===== src/hw/archie_bus_pkg.sv =====
package archie_bus_pkg;

	// Wishbone memory bus between core, loader and SDRAM controller
	localparam int WB_DATA_W = 32;
	localparam int WB_SEL_W  = 4;
	localparam int WB_ADR_W  = 26;

	// byte address width of the firmware loader
	localparam int DL_ADR_W = 24;

	// byte lanes per bus word
	localparam int WB_LANES = WB_DATA_W / 8;

	// image index reported by the host loader
	// only the two ROM images are written into memory
	typedef enum logic [7:0] {
		dl_menu  = 8'd0,
		dl_rom_a = 8'd1,
		dl_rom_b = 8'd2,
		dl_cmos  = 8'd3
	} dl_index_t;

endpackage


===== src/hw/archie_cfg_pkg.sv =====
package archie_cfg_pkg;

	// pixel base clock selected by the core
	// modes with both bits equal run at TV rates
	typedef enum logic [1:0] {
		pix_24 = 2'b00,
		pix_25 = 2'b01,
		pix_36 = 2'b10
	} pixclk_sel_t;

	// PLL reconfiguration sequencer states
	typedef enum logic [1:0] {
		rc_idle = 2'b00,
		rc_load = 2'b01,
		rc_wait = 2'b10,
		rc_run  = 2'b11
	} reconf_state_t;

	// watchdog length in clk_sys cycles while the PLL reports busy
	localparam int RECONFIG_TIMEOUT_DEF = 1000;

	// clk_sys divide ratio for the 2 MHz enable
	// 8 MHz enable runs at a quarter of this
	localparam int CLKEN_DIV_DEF = 20;

	// bits per colour channel from the core
	localparam int COLOR_W = 4;

	// porch lengths in clk_sys cycles
	localparam int PORCH_CNT_W = 8;
	localparam int PORCH_VGA_W = 6;

endpackage

===== src/hw/archie_support_top.sv =====
module archie_support_top
	import archie_cfg_pkg::*;
	import archie_bus_pkg::*;
#(
	parameter int CLKEN_DIV        = CLKEN_DIV_DEF,
	parameter int RECONFIG_TIMEOUT = RECONFIG_TIMEOUT_DEF
) (
	input  logic                 clk_sys,
	input  logic                 reset_i,

	output logic                 clk2m_en_o,
	output logic                 clk8m_en_o,

	// loader and boot
	input  logic                 dl_active_i,
	input  dl_index_t            dl_index_i,
	input  logic                 dl_wr_i,
	input  logic [DL_ADR_W-1:0]  dl_addr_i,
	input  logic [7:0]           dl_data_i,
	input  logic                 ram_ready_i,
	input  logic                 button_reset_i,
	output logic                 core_reset_o,

	// core master
	input  logic                 core_cyc_i,
	input  logic                 core_stb_i,
	input  logic                 core_we_i,
	input  logic [WB_SEL_W-1:0]  core_sel_i,
	input  logic [WB_ADR_W-1:0]  core_adr_i,
	input  logic [WB_DATA_W-1:0] core_dat_i,
	output logic [WB_DATA_W-1:0] core_dat_o,
	output logic                 core_ack_o,

	// memory slave
	output logic                 ram_cyc_o,
	output logic                 ram_stb_o,
	output logic                 ram_we_o,
	output logic [WB_SEL_W-1:0]  ram_sel_o,
	output logic [WB_ADR_W-1:0]  ram_adr_o,
	output logic [WB_DATA_W-1:0] ram_dat_o,
	input  logic                 ram_ack_i,
	input  logic [WB_DATA_W-1:0] ram_dat_i,

	// pixel clock PLL
	input  pixclk_sel_t          pixbase_sel_i,
	input  logic                 pll_busy_i,
	output logic                 pll_write_from_rom_o,
	output logic                 pll_reconfig_o,
	output logic                 pll_reset_o,
	output logic                 pix_clk_ena_o,

	// video
	input  logic                 ce_pix_i,
	input  logic                 hs_i,
	input  logic                 vs_i,
	input  logic [COLOR_W-1:0]   r_i,
	input  logic [COLOR_W-1:0]   g_i,
	input  logic [COLOR_W-1:0]   b_i,
	output logic                 hs_o,
	output logic                 vs_o,
	output logic [COLOR_W-1:0]   r_o,
	output logic [COLOR_W-1:0]   g_o,
	output logic [COLOR_W-1:0]   b_o
);

	logic loader_owns_bus;

	// read data goes straight back to the core
	assign core_dat_o = ram_dat_i;

	clken_gen #(
		.CLKEN_DIV(CLKEN_DIV)
	) clken_gen_inst (
		.clk_sys   (clk_sys),
		.reset_i   (reset_i),
		.clk2m_en_o(clk2m_en_o),
		.clk8m_en_o(clk8m_en_o)
	);

	sys_ctrl #(
		.RECONFIG_TIMEOUT(RECONFIG_TIMEOUT)
	) sys_ctrl_inst (
		.clk_sys             (clk_sys),
		.reset_i             (reset_i),
		.dl_active_i         (dl_active_i),
		.dl_index_i          (dl_index_i),
		.ram_ready_i         (ram_ready_i),
		.button_reset_i      (button_reset_i),
		.pixbase_sel_i       (pixbase_sel_i),
		.pll_busy_i          (pll_busy_i),
		.loader_owns_bus_o   (loader_owns_bus),
		.core_reset_o        (core_reset_o),
		.pix_clk_ena_o       (pix_clk_ena_o),
		.pll_write_from_rom_o(pll_write_from_rom_o),
		.pll_reconfig_o      (pll_reconfig_o),
		.pll_reset_o         (pll_reset_o)
	);

	loader_bridge loader_bridge_inst (
		.clk_sys          (clk_sys),
		.reset_i          (reset_i),
		.loader_owns_bus_i(loader_owns_bus),
		.dl_wr_i          (dl_wr_i),
		.dl_addr_i        (dl_addr_i),
		.dl_data_i        (dl_data_i),
		.core_cyc_i       (core_cyc_i),
		.core_stb_i       (core_stb_i),
		.core_we_i        (core_we_i),
		.core_sel_i       (core_sel_i),
		.core_adr_i       (core_adr_i),
		.core_dat_i       (core_dat_i),
		.core_ack_o       (core_ack_o),
		.ram_cyc_o        (ram_cyc_o),
		.ram_stb_o        (ram_stb_o),
		.ram_we_o         (ram_we_o),
		.ram_sel_o        (ram_sel_o),
		.ram_adr_o        (ram_adr_o),
		.ram_dat_o        (ram_dat_o),
		.ram_ack_i        (ram_ack_i)
	);

	porch_blanker porch_blanker_inst (
		.clk_sys      (clk_sys),
		.reset_i      (reset_i),
		.ce_pix_i     (ce_pix_i),
		.pixbase_sel_i(pixbase_sel_i),
		.hs_i         (hs_i),
		.vs_i         (vs_i),
		.r_i          (r_i),
		.g_i          (g_i),
		.b_i          (b_i),
		.hs_o         (hs_o),
		.vs_o         (vs_o),
		.r_o          (r_o),
		.g_o          (g_o),
		.b_o          (b_o)
	);

endmodule


===== src/hw/porch_blanker.sv =====
module porch_blanker import archie_cfg_pkg::*; (
	input  logic               clk_sys,
	input  logic               reset_i,
	input  logic               ce_pix_i,
	input  pixclk_sel_t        pixbase_sel_i,
	input  logic               hs_i,
	input  logic               vs_i,
	input  logic [COLOR_W-1:0] r_i,
	input  logic [COLOR_W-1:0] g_i,
	input  logic [COLOR_W-1:0] b_i,
	output logic               hs_o,
	output logic               vs_o,
	output logic [COLOR_W-1:0] r_o,
	output logic [COLOR_W-1:0] g_o,
	output logic [COLOR_W-1:0] b_o
);

	logic [PORCH_CNT_W-1:0] pix_cnt_q;
	logic                   tv_mode;
	logic                   porch_done;

	// 256 clocks in TV modes, 64 in VGA modes
	assign tv_mode    = pixbase_sel_i[0] == pixbase_sel_i[1];
	assign porch_done = tv_mode ? &pix_cnt_q : &pix_cnt_q[PORCH_VGA_W-1:0];

	always_ff @(posedge clk_sys) begin
		if (reset_i) begin
			pix_cnt_q <= '0;
			hs_o      <= 1'b0;
			vs_o      <= 1'b0;
			r_o       <= '0;
			g_o       <= '0;
			b_o       <= '0;
		end else begin
			// restart on every line while sync is low
			if (!hs_o)
				pix_cnt_q <= '0;
			else if (!porch_done)
				pix_cnt_q <= pix_cnt_q + 1'b1;

			if (ce_pix_i) begin
				hs_o <= hs_i;
				vs_o <= vs_i;
				r_o  <= porch_done ? r_i : '0;
				g_o  <= porch_done ? g_i : '0;
				b_o  <= porch_done ? b_i : '0;
			end
		end
	end

endmodule


===== src/hw/loader_bridge.sv =====
module loader_bridge import archie_bus_pkg::*; (
	input  logic                 clk_sys,
	input  logic                 reset_i,

	input  logic                 loader_owns_bus_i,

	// host loader byte port
	input  logic                 dl_wr_i,
	input  logic [DL_ADR_W-1:0]  dl_addr_i,
	input  logic [7:0]           dl_data_i,

	// core Wishbone master
	input  logic                 core_cyc_i,
	input  logic                 core_stb_i,
	input  logic                 core_we_i,
	input  logic [WB_SEL_W-1:0]  core_sel_i,
	input  logic [WB_ADR_W-1:0]  core_adr_i,
	input  logic [WB_DATA_W-1:0] core_dat_i,
	output logic                 core_ack_o,

	// towards the memory slave
	output logic                 ram_cyc_o,
	output logic                 ram_stb_o,
	output logic                 ram_we_o,
	output logic [WB_SEL_W-1:0]  ram_sel_o,
	output logic [WB_ADR_W-1:0]  ram_adr_o,
	output logic [WB_DATA_W-1:0] ram_dat_o,
	input  logic                 ram_ack_i
);

	logic [DL_ADR_W-1:0]  dl_addr_q;
	logic [7:0]           dl_data_q;
	logic                 dl_stb_q;
	logic [WB_SEL_W-1:0]  dl_sel;
	logic [WB_ADR_W-1:0]  dl_adr;
	logic [WB_DATA_W-1:0] dl_dat;

	always_ff @(posedge clk_sys) begin
		if (reset_i)
			dl_stb_q <= 1'b0;
		else if (dl_wr_i && loader_owns_bus_i)
			dl_stb_q <= 1'b1;
		else if (ram_ack_i)
			dl_stb_q <= 1'b0;
	end

	always_ff @(posedge clk_sys) begin
		if (dl_wr_i) begin
			dl_addr_q <= dl_addr_i;
			dl_data_q <= dl_data_i;
		end
	end

	// byte lane from the low address bits
	assign dl_sel = WB_SEL_W'(1) << dl_addr_q[1:0];
	assign dl_dat = {WB_LANES{dl_data_q}};
	assign dl_adr = {{(WB_ADR_W - DL_ADR_W){1'b0}}, dl_addr_q[DL_ADR_W-1:2], 2'b00};

	assign ram_cyc_o = loader_owns_bus_i ? dl_stb_q : core_cyc_i;
	assign ram_stb_o = loader_owns_bus_i ? dl_stb_q : core_stb_i;
	assign ram_we_o  = loader_owns_bus_i ? 1'b1     : core_we_i;
	assign ram_sel_o = loader_owns_bus_i ? dl_sel   : core_sel_i;
	assign ram_dat_o = loader_owns_bus_i ? dl_dat   : core_dat_i;
	assign ram_adr_o = loader_owns_bus_i ? dl_adr   : {core_adr_i[WB_ADR_W-1:2], 2'b00};

	// core sees no acknowledge while the loader writes
	assign core_ack_o = loader_owns_bus_i ? 1'b0 : ram_ack_i;

endmodule


===== src/hw/sys_ctrl.sv =====
module sys_ctrl
	import archie_cfg_pkg::*;
	import archie_bus_pkg::*;
#(
	parameter int RECONFIG_TIMEOUT = RECONFIG_TIMEOUT_DEF
) (
	input  logic        clk_sys,
	input  logic        reset_i,

	// boot
	input  logic        dl_active_i,
	input  dl_index_t   dl_index_i,
	input  logic        ram_ready_i,
	input  logic        button_reset_i,

	// pixel clock reconfiguration
	input  pixclk_sel_t pixbase_sel_i,
	input  logic        pll_busy_i,

	output logic        loader_owns_bus_o,
	output logic        core_reset_o,
	output logic        pix_clk_ena_o,
	output logic        pll_write_from_rom_o,
	output logic        pll_reconfig_o,
	output logic        pll_reset_o
);

	localparam int TMO_W = $clog2(RECONFIG_TIMEOUT + 1);

	logic          owns_bus;
	logic          owns_q;
	logic          dl_end_q;
	logic          rom_ready_q;

	reconf_state_t state_q;
	pixclk_sel_t   sel_q;
	logic [TMO_W-1:0] wdog_q;
	logic          clk_ena_q;
	logic          wr_rom_q;
	logic          reconfig_q;
	logic          pll_rst_q;

	// only ROM images are routed into memory
	assign owns_bus = dl_active_i &&
	                  (dl_index_i == dl_rom_a || dl_index_i == dl_rom_b);

	assign loader_owns_bus_o = owns_bus;

	// hold the core in reset until memory and ROM are both usable
	assign core_reset_o = ~ram_ready_i | ~rom_ready_q | button_reset_i;

	always_ff @(posedge clk_sys) begin
		if (reset_i) begin
			owns_q      <= 1'b0;
			dl_end_q    <= 1'b0;
			rom_ready_q <= 1'b0;
		end else begin
			owns_q   <= owns_bus;
			// falling edge of the ROM download
			dl_end_q <= owns_q & ~owns_bus;
			if (dl_end_q)
				rom_ready_q <= 1'b1;
		end
	end

	always_ff @(posedge clk_sys) begin
		if (reset_i) begin
			state_q    <= rc_idle;
			sel_q      <= pix_36;
			wdog_q     <= '0;
			clk_ena_q  <= 1'b1;
			wr_rom_q   <= 1'b0;
			reconfig_q <= 1'b0;
			pll_rst_q  <= 1'b0;
		end else begin
			// single cycle pulses by default
			wr_rom_q   <= 1'b0;
			reconfig_q <= 1'b0;
			pll_rst_q  <= 1'b0;

			case (state_q)
				rc_idle: begin
					clk_ena_q <= 1'b1;
					sel_q     <= pixbase_sel_i;
					if (pixbase_sel_i != sel_q) begin
						// stop the pixel clock and fetch new settings
						clk_ena_q <= 1'b0;
						wr_rom_q  <= 1'b1;
						state_q   <= rc_load;
					end
				end
				rc_load: begin
					state_q <= rc_wait;
				end
				rc_wait: begin
					if (!pll_busy_i) begin
						reconfig_q <= 1'b1;
						wdog_q     <= TMO_W'(RECONFIG_TIMEOUT);
						state_q    <= rc_run;
					end
				end
				rc_run: begin
					wdog_q <= wdog_q - 1'b1;
					if (!reconfig_q && !pll_busy_i) begin
						state_q <= rc_idle;
					end else if (wdog_q == TMO_W'(1)) begin
						// PLL stuck in busy
						pll_rst_q <= 1'b1;
						state_q   <= rc_idle;
					end
				end
				default: begin
					state_q <= rc_idle;
				end
			endcase
		end
	end

	assign pix_clk_ena_o        = clk_ena_q;
	assign pll_write_from_rom_o = wr_rom_q;
	assign pll_reconfig_o       = reconfig_q;
	assign pll_reset_o          = pll_rst_q;

endmodule


===== src/hw/clken_gen.sv =====
module clken_gen import archie_cfg_pkg::*; #(
	parameter int CLKEN_DIV = CLKEN_DIV_DEF
) (
	input  logic clk_sys,
	input  logic reset_i,
	output logic clk2m_en_o,
	output logic clk8m_en_o
);

	localparam int CNT_W   = $clog2(CLKEN_DIV);
	localparam int QUARTER = CLKEN_DIV / 4;

	logic [CNT_W-1:0] cnt_q;

	always_ff @(posedge clk_sys) begin
		if (reset_i) begin
			cnt_q      <= '0;
			clk2m_en_o <= 1'b0;
			clk8m_en_o <= 1'b0;
		end else begin
			if (cnt_q == CNT_W'(CLKEN_DIV - 1))
				cnt_q <= '0;
			else
				cnt_q <= cnt_q + 1'b1;

			clk2m_en_o <= (cnt_q == '0);
			// four evenly spaced points per period
			clk8m_en_o <= (cnt_q == '0) ||
			              (cnt_q == CNT_W'(QUARTER)) ||
			              (cnt_q == CNT_W'(2 * QUARTER)) ||
			              (cnt_q == CNT_W'(3 * QUARTER));
		end
	end

endmodule


===== config.mk =====
export PLATFORM = sky130hd
export DESIGN_NAME = archie_support_top
export DESIGN_NICKNAME = d
export VERILOG_FILES = /design/src/hw/archie_bus_pkg.sv /design/src/hw/archie_cfg_pkg.sv /design/src/hw/archie_support_top.sv /design/src/hw/porch_blanker.sv /design/src/hw/loader_bridge.sv /design/src/hw/sys_ctrl.sv /design/src/hw/clken_gen.sv
export SDC_FILE = /design/constraint.sdc
export NUM_CORES = 1
export LEC_CHECK = 0
export ABC_AREA = 1
export BUFFER_PORTS_ARGS = -buffer_cell sky130_fd_sc_hd__buf_4
export CORE_MARGIN = 2
export CORE_UTILIZATION = 38
export DETAILED_ROUTE_END_ITERATION = 10
export PLACE_DENSITY = 0.75
export REMOVE_ABC_BUFFERS = 1
export SYNTH_ARGS = -nofsm -noshare
export SYNTH_HDL_FRONTEND = slang
export SYNTH_SLANG_ARGS = --single-unit

===== constraint.sdc =====
create_clock -name clk_sys -period 1.45 [get_ports clk_sys]
set_input_delay 0.29 -clock clk_sys [delete_from_list [all_inputs] [get_ports clk_sys]]
set_output_delay 0.29 -clock clk_sys [all_outputs]
set_load 0.1 [all_outputs]

======== Word level (Yosys, flattened, before mapping) ========
Index checks and enable logic that the tools add are counted.
operators by class
  add/sub/neg operators ................... 3
  equal/unequal tests ..................... 15
  shift-type cells ........................ 1
  mux-type cells .......................... 24
  bitwise gates (word level) .............. 10
  reduce and logical (&&, ||, !) cells .... 22
operators with widths
  kind                     count
  $mux W32                 1
  $mux W26                 1
  $pmux W10 S2             1
  $mux W4                  4
  $mux W1                  11
  $eq A10 B1 Y1 const B    1
  $eq A5 B4 Y1 const B     2
  $mux W10                 1
  $sub A10 B1 Y10 const B  1
  $add A8 B1 Y8 const B    1
  $eq A8 B1 Y1 const B     1
  $eq A8 B2 Y1 const B     1
  $mux W2                  4
  $pmux W2 S4              1
  $reduce_and A8 Y1        1
  $reduce_or A2 Y1         4
  $not A1 Y1               7
  $reduce_and A6 Y1        1
  $add A5 B1 Y5 const B    1
  $eq A5 B3 Y1 const B     1
  $eq A5 B5 Y1 const B     1
  $logic_not A5 Y1         1
  $eq A2 B2 Y1 const B     2
  $logic_or A1 B1 Y1       4
  16 further kinds         21
storage, ports and cells
  bits in registers ....................... 83
  input bits .............................. 162
  output and inout bits ................... 119
  logic and storage cells ................. 97

======== Longest topological paths before layout ========
Gate-level depths: netlist of the first run.
  word-level depth ........................ 5
  mapped depth ............................ 10
  depth with buffers taken out ............ 10

======== Modules after synthesis ========
A second synthesis of the first run with hierarchy kept.
second synthesis, totals
  cells, all modules ...................... 569
  area, all modules ....................... 4367.9 um^2
modules (own cells, without submodules)
  module              times used  cells an instance  area each (um^2)  sequential area each (um^2)
  loader_bridge       1           214                1722.9            980.9
  sys_ctrl            1           155                1118.6            420.4
  porch_blanker       1           123                935.9             440.4
  clken_gen           1           45                 350.3             140.1
  archie_support_top  1           32                 240.2             0.0

======== Worst setup path before layout of the first run ========
No wires, ideal clock.
  path kind ............................... input to output
  start ................................... input dl_index_i[2]
  end ..................................... output ram_sel_o[0]
  arrival time ............................ 3.057 ns
  required time ........................... 1.160 ns
  setup slack ............................. -1.897 ns
  stages .................................. 5
  buffers on the path ..................... 1
  path through ............................ or2_0 > nor3_1 > nand2_1 > buf_2 > o21ai_0
on the way
  word-level cells in the longest chain between the ends .. 4
  elaborated cells on any way between the ends .. 5
  classes of those cells .................. eq/ne: 2; mux: 1; reduce/logical: 2
RTL lines
  element                                       line                      RTL
  start: declaration                            archie_support_top.sv:16  input dl_index_t dl_index_i,
  $eq A8 B1 Y1 or $eq A8 B2 Y1 (tied branches)  sys_ctrl.sv:45            (dl_index_i == dl_rom_a || dl_index_i == dl_rom_b);
  $logic_or A1 B1 Y1 *                          sys_ctrl.sv:45
  $logic_and A1 B1 Y1 *                         sys_ctrl.sv:44            assign owns_bus = dl_active_i &&
  $mux W4 *                                     loader_bridge.sv:62       assign ram_sel_o = loader_owns_bus_i ? dl_sel : core_sel_i;
  end: declaration                              archie_support_top.sv:38  output logic [WB_SEL_W-1:0] ram_sel_o,
Every way passes the cells marked *; elsewhere a longest branch is shown, timed or not.

======== Worst setup path in the final report of the first run ========
  start ................................... input dl_index_i[2]
  end ..................................... output ram_dat_o[5]
on the way
  word-level cells in the longest chain between the ends .. 4
  elaborated cells on any way between the ends .. 5
  classes of those cells .................. eq/ne: 2; mux: 1; reduce/logical: 2
RTL lines
  element                                       line                      RTL
  $eq A8 B1 Y1 or $eq A8 B2 Y1 (tied branches)  sys_ctrl.sv:45
  $logic_or A1 B1 Y1 *                          sys_ctrl.sv:45
  $logic_and A1 B1 Y1 *                         sys_ctrl.sv:44
  $mux W32 *                                    loader_bridge.sv:63       assign ram_dat_o = loader_owns_bus_i ? dl_dat : core_dat_i;
  end: declaration                              archie_support_top.sv:40  output logic [WB_DATA_W-1:0] ram_dat_o,
Marked as above.

==> results.toml, run 1 <==
[route]
avgRoutedWirePerCell_um = 19.7
antenna_left = 0
via_count = 4552
drt-total-wl_um = 17500
drt_iter0_drc = 370
via_per_inst = 5.11
first_pass_iters = 5
drc = 0

[global_routing]
grt_overflow = 0
use_met3_pct = 13.7
grt_busiest_layer = "met2"
grt.met2_usage_pct = 41.0
grt_pass1_vias = 4390
grt_usage_pct = 25.9
antenna_found_initial = 0
use_met1_pct = 29.1
grt_max_degree = 34
grt_first_pass_wirelength_um = 23100

[setup_path]
crit_fanout = 14
arrival_ns = 1.65
path_class = "in2out"
critPathLaunchType = "primary input"
worstPathRequired_ns = 1.16
endpoint_kind = "output pin"

[logic_synthesis]
synth-seq-area-share_pct = 47.0
synth_edf_count = 32
synth_area_mm2 = 0.00422
synth-seq-cells = 83
yosys.area_share.adder_pct = 3.56
synth_compound_area_share_pct = 7.62
synth_top_family_by_area = "simple AND/OR/NAND/NOR gates"
synth_mux_area_share_pct = 0
synth-main-ff-cell = "dfxtp_1"
synthSimpleGateAreaFrac_pct = 27.1
netlist-cell-type-count = 32
synth_xor_area_share_pct = 1.66
postSynthAreaPerCell_um2 = 7.80
synth_cells = 541
ys_warn_count = 0
ys_async_sr_fraction_pct = 0

[timing]
slew_viol_final = 0
setup_viol = 64
skew_ns = 0.0140
max_freq_mhz = 516
finalHoldViolations = 0
rsz0062_at_grt = "yes"
period_minus_slack_ns = 1.94
finalCritPeriodShare_pct = 134
final.setup.worst_slack_ns = -0.490

[floorplanning]
die-area_mm2 = 0.0120
coreArea_mm2 = 0.0108
fp.dieW_um = 109
die_h_um = 109
initial_core_util_pct = 38.9
num_rows = 38
pin_count = 281

[layout]
layout-drive-gt1-share_pct = 50.2
stdcell_count = 891
num_antenna_cells = 0
final_nets = 920
fin_util_pct = 67.9
final_area_mm2 = 0.00736
area_delta_synth_final_pct = 74.3

[placement]
pre_cts_ws_ns = -0.578
gp_congestion = 0.939
dp_hpwl_um = 10900
place_area_mm2 = 0.00580
dp.cells = 864
io_buffers = 212

[clocking]
clk_pin_slew_worst_paths_ns = 0.09
cts_buffers = 9
htreeDepth = 3
cts_max_path_buffers = 2
cts_tree = "yes"
clockRootBuffer = "clkbuf_8"
clock_latency_ns = 0.35
holdBufCountCts = 0
clkSinkCount = 83

[job]
drv_cap = 0

[power_and_ir_drop]
powerDensity_mw_per_mm2 = 1100
ir_worst_vdd_v = 0.000679
leakage_nw = 3.47
power.total_mw = 8.11

[worst_hold_path]
hold_class = "in2reg"

[outcome]
status = "finished, violations left"
violations = "negative setup slack"
worst max-delay path, cell delays in order:
cell and delay, ns:
buf_6 0.09, or2_1 0.23, nor3_2 0.17, nand2_2 0.12, buf_8 0.18, buf_12 0.15
nand2_1 0.09, nand2_1 0.12, buf_12 0.19
layout by cell type, fill, tap and decap left out, drive strengths merged, types with 2 or more instances in the layout:
cell    netlist  layout
buf          47     242
nand2       202     202
dfxtp        51      51
nor2         46      46
inv          41      39
edfxtp       32      32
o21ai        28      28
a21oi        27      27
nand3        16      16
ha           12      12
clkbuf        5      11
clkinv        0       8
nor3          7       7
xor2          5       5
nand4         4       4
nand3b        3       3
xnor2         3       3
or2           3       3
a31oi         2       2
conb          1       2
nor4          2       2
worst paths after layout:
check / startpoint / end / slack (ns) / cells after the start
min reg2reg: clken_gen_inst.cnt_q[4] / clken_gen_inst.clk2m_en_o / 0.42 / 1
max: dl_index_i[2] / ram_dat_o[5] / -0.49 / 9
min: dl_addr_i[2] / loader_bridge_inst.dl_addr_q[2] / 0.11 / 1
max reg2reg: porch_blanker_inst.pix_cnt_q[1] / porch_blanker_inst.pix_cnt_q[7] / 0.08 / 9
Yosys cell counts (all sizes together), types with 4 or more instances:
| master | count | area (um2) |
|---|---|---|
| a21oi | 27 | 135 |
| buf | 47 | 374 |
| clkbuf | 5 | 18.8 |
| dfxtp | 51 | 1020 |
| edfxtp | 32 | 961 |
| ha | 12 | 150 |
| inv | 41 | 154 |
| nand2 | 202 | 771 |
| nand3 | 16 | 80.1 |
| nand4 | 4 | 25.0 |
| nor2 | 46 | 180 |
| nor3 | 7 | 35.0 |
| o21ai | 28 | 144 |
| xor2 | 5 | 43.8 |
where the power goes:
| group | total (mW) | internal (mW) | switching [mW] |
|---|---|---|---|
| sequential | 2.89 | 2.71 | 0.177 |
| combinational | 3.61 | 1.30 | 2.31 |
| clock | 1.61 | 0.774 | 0.835 |
state kept, by name (all words and copies together) (netlist names), 2 cells and up:
register	flops
loader_bridge_inst.dl_addr_q	24
porch_blanker_inst.g_o	4
porch_blanker_inst.pix_cnt_q	8
sys_ctrl_inst.state_q	2
loader_bridge_inst.dl_data_q	8
porch_blanker_inst.b_o	4
sys_ctrl_inst.wdog_q	10
sys_ctrl_inst.sel_q	2
porch_blanker_inst.r_o	4
clken_gen_inst.cnt_q	5
final cells by class:
class	instances	area, um2
clock buffers	9	124
flip-flops and latches	83	1990
fillers	794	3480
multi-input cells	366	2140
repair buffers	244	2700
inverters	41	164
clock inverters	7	58.8
well taps	140	175
repair inverters	1	5.00
metrics by stage:
| step | hold WS [ns] | setup TNS, ns |
|---|---|---|
| final | 0.112 | -26.02 |
| after global routing | 0.0924 | -28.76 |
| after CTS | 0.0920 | -25.05 |
| after detailed placement | 0.415 | -32.17 |
| after global placement | 0.408 | -31.79 |
| after floorplan | 0.359 | -125.75 |
metal layers:
metal / up-vias / part of all wire, %
met3: 59 / 14
met1: 2107 / 36
li1: 2092 / -
met2: 292 / 46
met4: 2 / 4.2
met5: - / 0.26
cells by family after synthesis:
group,count (synthesis)
XOR/XNOR,8
AO/OA/AOI/OAI,61
flip-flops,83
AND/OR/NAND/NOR,283
adder cells (fa/ha/maj),12
other,1
buffers and inverters,93
repair_timing:
action | CTS | global route
cloned | 1 | 3
pin swaps | 7 | 7
endpoints found under the setup margin | 76 | 89
buffers inserted | 2 | 6
resized for setup | 262 | 75
Power figures use the tool's default switching activity.
==> inputs of run 2 (changes only) <==
--- a/config.mk
+++ b/config.mk
@@ -8,9 +8,9 @@
 export ABC_AREA = 1
 export BUFFER_PORTS_ARGS = -buffer_cell sky130_fd_sc_hd__buf_4
 export CORE_MARGIN = 2
-export CORE_UTILIZATION = 38
+export CORE_UTILIZATION = 30
 export DETAILED_ROUTE_END_ITERATION = 10
-export PLACE_DENSITY = 0.75
+export PLACE_DENSITY = 0.61
 export REMOVE_ABC_BUFFERS = 1
 export SYNTH_ARGS = -nofsm -noshare
 export SYNTH_HDL_FRONTEND = slang
==> run 2 against run 1 <==
First-iteration DRC count down 48%. Sequential share of layout area fell by 1.4 points. Die area rose by 26%. Highest routed layer is now met4. Non-clock buffer count is 8 lower. Final cell count rose by 3.7%. Maximum frequency fell by 3.9%. Critical path depth shrank 1. Clock skew decreased by 0.0027 ns. Flip-flop and latch count unchanged. The run still ends with negative setup slack left. Critical endpoint is now ram_dat_o[18]. Global-route usage is 5.5 points lower. Largest power group unchanged. Combinational power about the same. Critical path type unchanged. Worst hold slack better by 0.015 ns.
==> results.toml, run 2 (same netlist as run 1, synthesis figures left out) <==
[outcome]
status = "finished, violations left"
violations = "negative setup slack"

[clocking]
cts_tree = "yes"
cts_max_path_buffers = 2
clkSinkCount = 83
clock_latency_ns = 0.34
htreeDepth = 3
clk_pin_slew_worst_paths_ns = 0.06
clockRootBuffer = "clkbuf_16"
cts_buffers = 9

[placement]
place_area_mm2 = 0.00583
gp_congestion = 0.802
io_buffers = 212
pre_cts_ws_ns = -0.560
dp_hpwl_um = 11100
dp.cells = 903

[layout]
layout-drive-gt1-share_pct = 52.0
final_common_cell = "buf_4"
stdcell_count = 924
area_delta_synth_final_pct = 84.2
biggestRegsByFlops = "loader_bridge_inst.dl_addr_q (24), sys_ctrl_inst.wdog_q (10)"
final_nets = 913
largest_reg_flops = 24
mostFrequentLayoutCells = "buf_4, nand2_1, buf_12"
final_area_mm2 = 0.00777
num_antenna_cells = 0
n_fill_cell = 1065
largest_register = "loader_bridge_inst.dl_addr_q"

[route]
antenna_left = 0
via_per_inst = 4.85
first_pass_iters = 7
via_count = 4481
avgRoutedWirePerCell_um = 19.1
drt_iter0_drc = 194
drt-total-wl_um = 17700
drc = 0

[global_routing]
grt_pass1_vias = 4355
antenna_found_initial = 0
grt_overflow = 0
grt_first_pass_wirelength_um = 23000
grt_max_degree = 38
grt_usage_pct = 20.4

[timing]
hold-worst-slack_ns = 0.128
finalSetupTns_ns = -30.65
max_freq_mhz = 495
skew_ns = 0.0113
period_minus_slack_ns = 2.02
slew_viol_final = 0
final.setup.worst_slack_ns = -0.568
rsz0062_at_grt = "yes"
finalHoldViolations = 0
finalCritPeriodShare_pct = 139
setup_viol = 64

[floorplanning]
initial_core_util_pct = 30.5
num_rows = 43
die-area_mm2 = 0.0150
pin_count = 281
coreArea_mm2 = 0.0138
die_h_um = 123
fp.dieW_um = 123

[power_and_ir_drop]
powerDensity_mw_per_mm2 = 1110
ir_worst_vdd_v = 0.000801
leakage_nw = 3.65

[setup_path]
cp_cell_sequence = "buf_4, nor4_2, nand2_4, clkinv_8, buf_12, nand2_4, nand2_4, buf_12"
crit_fanout = 7
crit_slowest_cell = "nor4_2"
critPathBufInv = 4
endpoint_kind = "output pin"
critPathLaunchType = "primary input"
cpPeakStageDelay_ns = 0.44
arrival_ns = 1.73
worstPathRequired_ns = 1.16
crit_top_cell = "nand2_4"
cpLargestDelayFamily = "simple AND/OR/NAND/NOR gates"
path_class = "in2out"

[job]
drv_cap = 0

[worst_hold_path]
hold_class = "in2reg"
==> run 2: report_power, final <==
| part | switching, mW | internal [mW] |
|---|---|---|
| sequential | 0.210 | 2.72 |
| clock | 0.948 | 1.17 |
| combinational | 2.28 | 1.31 |
==> run 2: cell type report <==
type,count,area (um2),area share [%]
clock inverter,7,52.6,0.676
timing repair buffer,236,2690,34.7
inverter,41,174,2.24
sequential,83,1990,25.6
clock buffer,9,225,2.90
multi-input combinational,367,2400,30.9
tap,180,225,2.90
timing repair inverter,1,6.26,0.0805
==> run 2: repair_timing <==
item,in CTS,in global routing
endpoints found under the setup margin,84,90
cloned,0,5
pin swaps,4,22
buffers inserted,0,1
hold buffers,0,0
gates resized for setup,259,150
==> run 2: metal layers <==
| metal | global-route usage, % | wire, um | part of all wire, % | up-vias |
|---|---|---|---|---|
| met2 | 34.2 | 8390 | 47 | 246 |
| met4 | 9.05 | 837 | 4.7 | 0 |
| li1 | - | - | - | 2080 |
| met3 | 9.62 | 1990 | 11 | 58 |
| met5 | 2.78 | 0 | 0 | - |
| met1 | 21.5 | 6450 | 37 | 2097 |
==> run 2: worst paths after layout <==
path / slack (ns) / depth (start not counted) / endpoint / from
min: 0.13 / 1 / loader_bridge_inst.dl_data_q[0] / dl_data_i[0]
max: -0.57 / 8 / ram_dat_o[18] / dl_index_i[3]
max reg2reg: 0.05 / 8 / porch_blanker_inst.pix_cnt_q[0] / porch_blanker_inst.pix_cnt_q[0]
min reg2reg: 0.44 / 2 / sys_ctrl_inst.dl_end_q / sys_ctrl_inst.owns_q
==> run 2: stage by stage <==
stage | utilization [%] | power, mW
after global routing | 56.2 | 9.14
after detailed placement | 42.2 | 5.91
after global placement | 42.2 | 5.84
final | 56.2 | 8.64
after floorplan | - | 4.94
after CTS | 51.2 | 8.43
==> run 2: worst reg2reg max path, delay by kind of cell (launching register included) <==
| kind | cells | cell delay [ns] |
|---|---|---|
| AND/OR/NAND/NOR | 4 | 0.42 |
| flip-flops | 1 | 0.37 |
| buffers and inverters | 2 | 0.22 |
| AO/OA/AOI/OAI | 1 | 0.16 |
| adder cells (fa/ha/maj) | 1 | 0.14 |
==> inputs of run 3 (changes only) <==
--- a/config.mk
+++ b/config.mk
@@ -6,11 +6,12 @@
 export NUM_CORES = 1
 export LEC_CHECK = 0
 export ABC_AREA = 1
+export ABC_CLOCK_PERIOD_IN_PS = 1450
 export BUFFER_PORTS_ARGS = -buffer_cell sky130_fd_sc_hd__buf_4
 export CORE_MARGIN = 2
 export CORE_UTILIZATION = 30
 export DETAILED_ROUTE_END_ITERATION = 10
-export PLACE_DENSITY = 0.61
+export PLACE_DENSITY = 0.67
 export REMOVE_ABC_BUFFERS = 1
 export SYNTH_ARGS = -nofsm -noshare
 export SYNTH_HDL_FRONTEND = slang
==> run 3 against run 2 <==
The run still ends with negative setup slack left. First-iteration DRC count decreased by 14%. Maximum frequency increased by 2.5%. Die area is the same. Critical endpoint is now ram_dat_o[29]. Non-clock buffer count grew 10. Power shrank 1.7%. Clock power down 3%. Highest routed layer unchanged. Wire length is 9.8% lower. Global-route usage decreased by 1.4 points. Core utilization shrank 2.8 points. Worst hold slack got worse by 0.0051 ns.
==> results.toml, run 3 (same netlist as run 1, synthesis figures left out) <==
[outcome]
status = "finished, violations left"
violations = "negative setup slack"

[clocking]
clock_latency_ns = 0.34
clkSinkCount = 83
cts_max_path_buffers = 2
cts_buffers = 9
htreeDepth = 3
cts_tree = "yes"
holdBufCountCts = 0
clockRootBuffer = "clkbuf_16"
clk_pin_slew_worst_paths_ns = 0.06

[layout]
fin_util_pct = 53.4
largest_reg_flops = 24
num_antenna_cells = 0
multi_input_area_mm2 = 0.00207
area_delta_synth_final_pct = 75.0
seqCellArea_mm2 = 0.00199
layout-drive-gt1-share_pct = 46.3
mostFrequentLayoutCells = "buf_4, nand2_1, buf_12"
n_fill_cell = 1189
final_nets = 921
biggestRegsByFlops = "loader_bridge_inst.dl_addr_q (24), sys_ctrl_inst.wdog_q (10)"
largest_register = "loader_bridge_inst.dl_addr_q"
final_common_cell = "buf_4"

[setup_path]
endpoint = "ram_dat_o[29]"
worstPathRequired_ns = 1.16
r2r_end = "sys_ctrl_inst.state_q[0]"
cp_cell_sequence = "buf_6, or2_1, nor3_2, nand2_2, buf_4, buf_12, nand2_1, nand2_1, buf_12"
cpLargestDelayFamily = "simple AND/OR/NAND/NOR gates"
arrival_ns = 1.68
crit_slowest_cell = "or2_1"
critPathLaunchType = "primary input"
crit_fanout = 15
crit_start = "dl_index_i[5]"
cpPeakStageDelay_ns = 0.23
path_class = "in2out"
rr_startpoint = "sys_ctrl_inst.state_q[0]"
r2r_cells = 8
path_depth = 9
reg2reg_slack_ns = 0.10
endpoint_kind = "output pin"
critPathBufInv = 4

[floorplanning]
initial_core_util_pct = 30.5
num_rows = 43
die_h_um = 123
fp.dieW_um = 123
die-area_mm2 = 0.0150
coreArea_mm2 = 0.0138
pin_count = 281

[placement]
io_buffers = 212
dp_hpwl_um = 10400
gp_congestion = 0.845

[global_routing]
grt_max_degree = 34
grt_usage_pct = 18.9
grt_first_pass_wirelength_um = 21100
grt_overflow = 0
antenna_found_initial = 0
grt_pass1_vias = 3954

[power_and_ir_drop]
clock_power_share_pct = 24.3
powerDensity_mw_per_mm2 = 1150
p_sw_mw = 3.27
p_int_mw = 5.22
p_sw_share_pct = 38.6
seq_power_share_pct = 34.1
comb_power_share_pct = 41.6
leakage_nw = 3.54
power.total_mw = 8.49
ir_worst_vdd_v = 0.000768

[route]
via_per_inst = 4.70
drt-total-wl_um = 15900
drt_iter0_drc = 166
avgRoutedWirePerCell_um = 17.1
via_count = 4375
antenna_left = 0
first_pass_iters = 7
drc = 0

[timing]
skew_ns = 0.00931
rsz0062_at_grt = "yes"
slew_viol_final = 0
finalCritPeriodShare_pct = 136
max_freq_mhz = 508
final.setup.worst_slack_ns = -0.518
period_minus_slack_ns = 1.97
finalHoldViolations = 0
setup_viol = 64

[job]
drv_cap = 0

[worst_hold_path]
whs_path_depth = 1
hold_class = "in2reg"
## run 3: changes by cell type in the layout (fill, tap and decap cells not counted), sizes merged
cell      change
inv           -3
buf          +10
clkinv        -3
clkbuf        +5
nand2         -1
clkinvlp      -1
## run 3: cell type report
class / instances / share of cell area [%]
Multi-Input combinational cell: 366 / 28.1
Tap cell: 180 / 3.05
Timing Repair Buffer: 246 / 36.3
Clock inverter: 1 / 0.0678
Inverter: 41 / 2.22
Clock buffer: 14 / 3.44
Sequential cell: 83 / 26.9
## run 3: timing repair
item	in CTS	in global routing
gates resized for setup	193	110
setup buffers	0	4
pin swaps	0	14
setup endpoints to repair	67	90
gates cloned	0	3
endpoints found under the hold margin	0	0
## run 3: through the flow
stage	hold slack, ns	cell area (um2)	TNS (ns)	std cells	setup WS [ns]
global placement	0.409	5900	-30.40	910	-0.516
finish	0.123	7380	-26.97	931	-0.518
global route	0.100	7380	-30.21	931	-0.577
CTS	0.105	6880	-24.25	925	-0.426
floorplan	0.359	3830	-125.75	490	-2.82
detailed placement	0.412	5900	-30.32	910	-0.523
## run 3: how the worst min path moves through the flow
| stage | from | to |
|---|---|---|
| final | dl_addr_i[17] | loader_bridge_inst.dl_addr_q[17] |
| after global routing | dl_addr_i[1] | loader_bridge_inst.dl_addr_q[1] |
| after CTS | dl_addr_i[8] | loader_bridge_inst.dl_addr_q[8] |
| after detailed placement | clken_gen_inst.cnt_q[4] | clken_gen_inst.clk2m_en_o |
| after global placement | clken_gen_inst.cnt_q[4] | clken_gen_inst.clk2m_en_o |
| after floorplan | reset_i | sys_ctrl_inst.wdog_q[1] |
## run 3: worst register-to-register path, delay by kind of cell (launching register included)
family | cells | cell delay (ns)
adder cells (fa/ha/maj) | 1 | 0.16
flip-flops | 1 | 0.32
AO/OA/AOI/OAI | 2 | 0.27
AND/OR/NAND/NOR | 3 | 0.22
buffers and inverters | 2 | 0.28
## run 3: power groups by stage
stage,Clock [mW],Combinational [mW],Sequential (mW)
finish,2.06,3.53,2.90
global route,2.25,3.79,2.93
floorplan,0,1.70,3.24
global placement,0,3.01,2.91
CTS,2.14,3.30,2.87
detailed placement,0,3.05,2.91
## run 3: per-layer routing
layer	global-route usage (%)	routed length, um
met5	0	0
met4	9.41	639
met3	12.4	2330
met2	29.7	7480
met1	19.5	5470
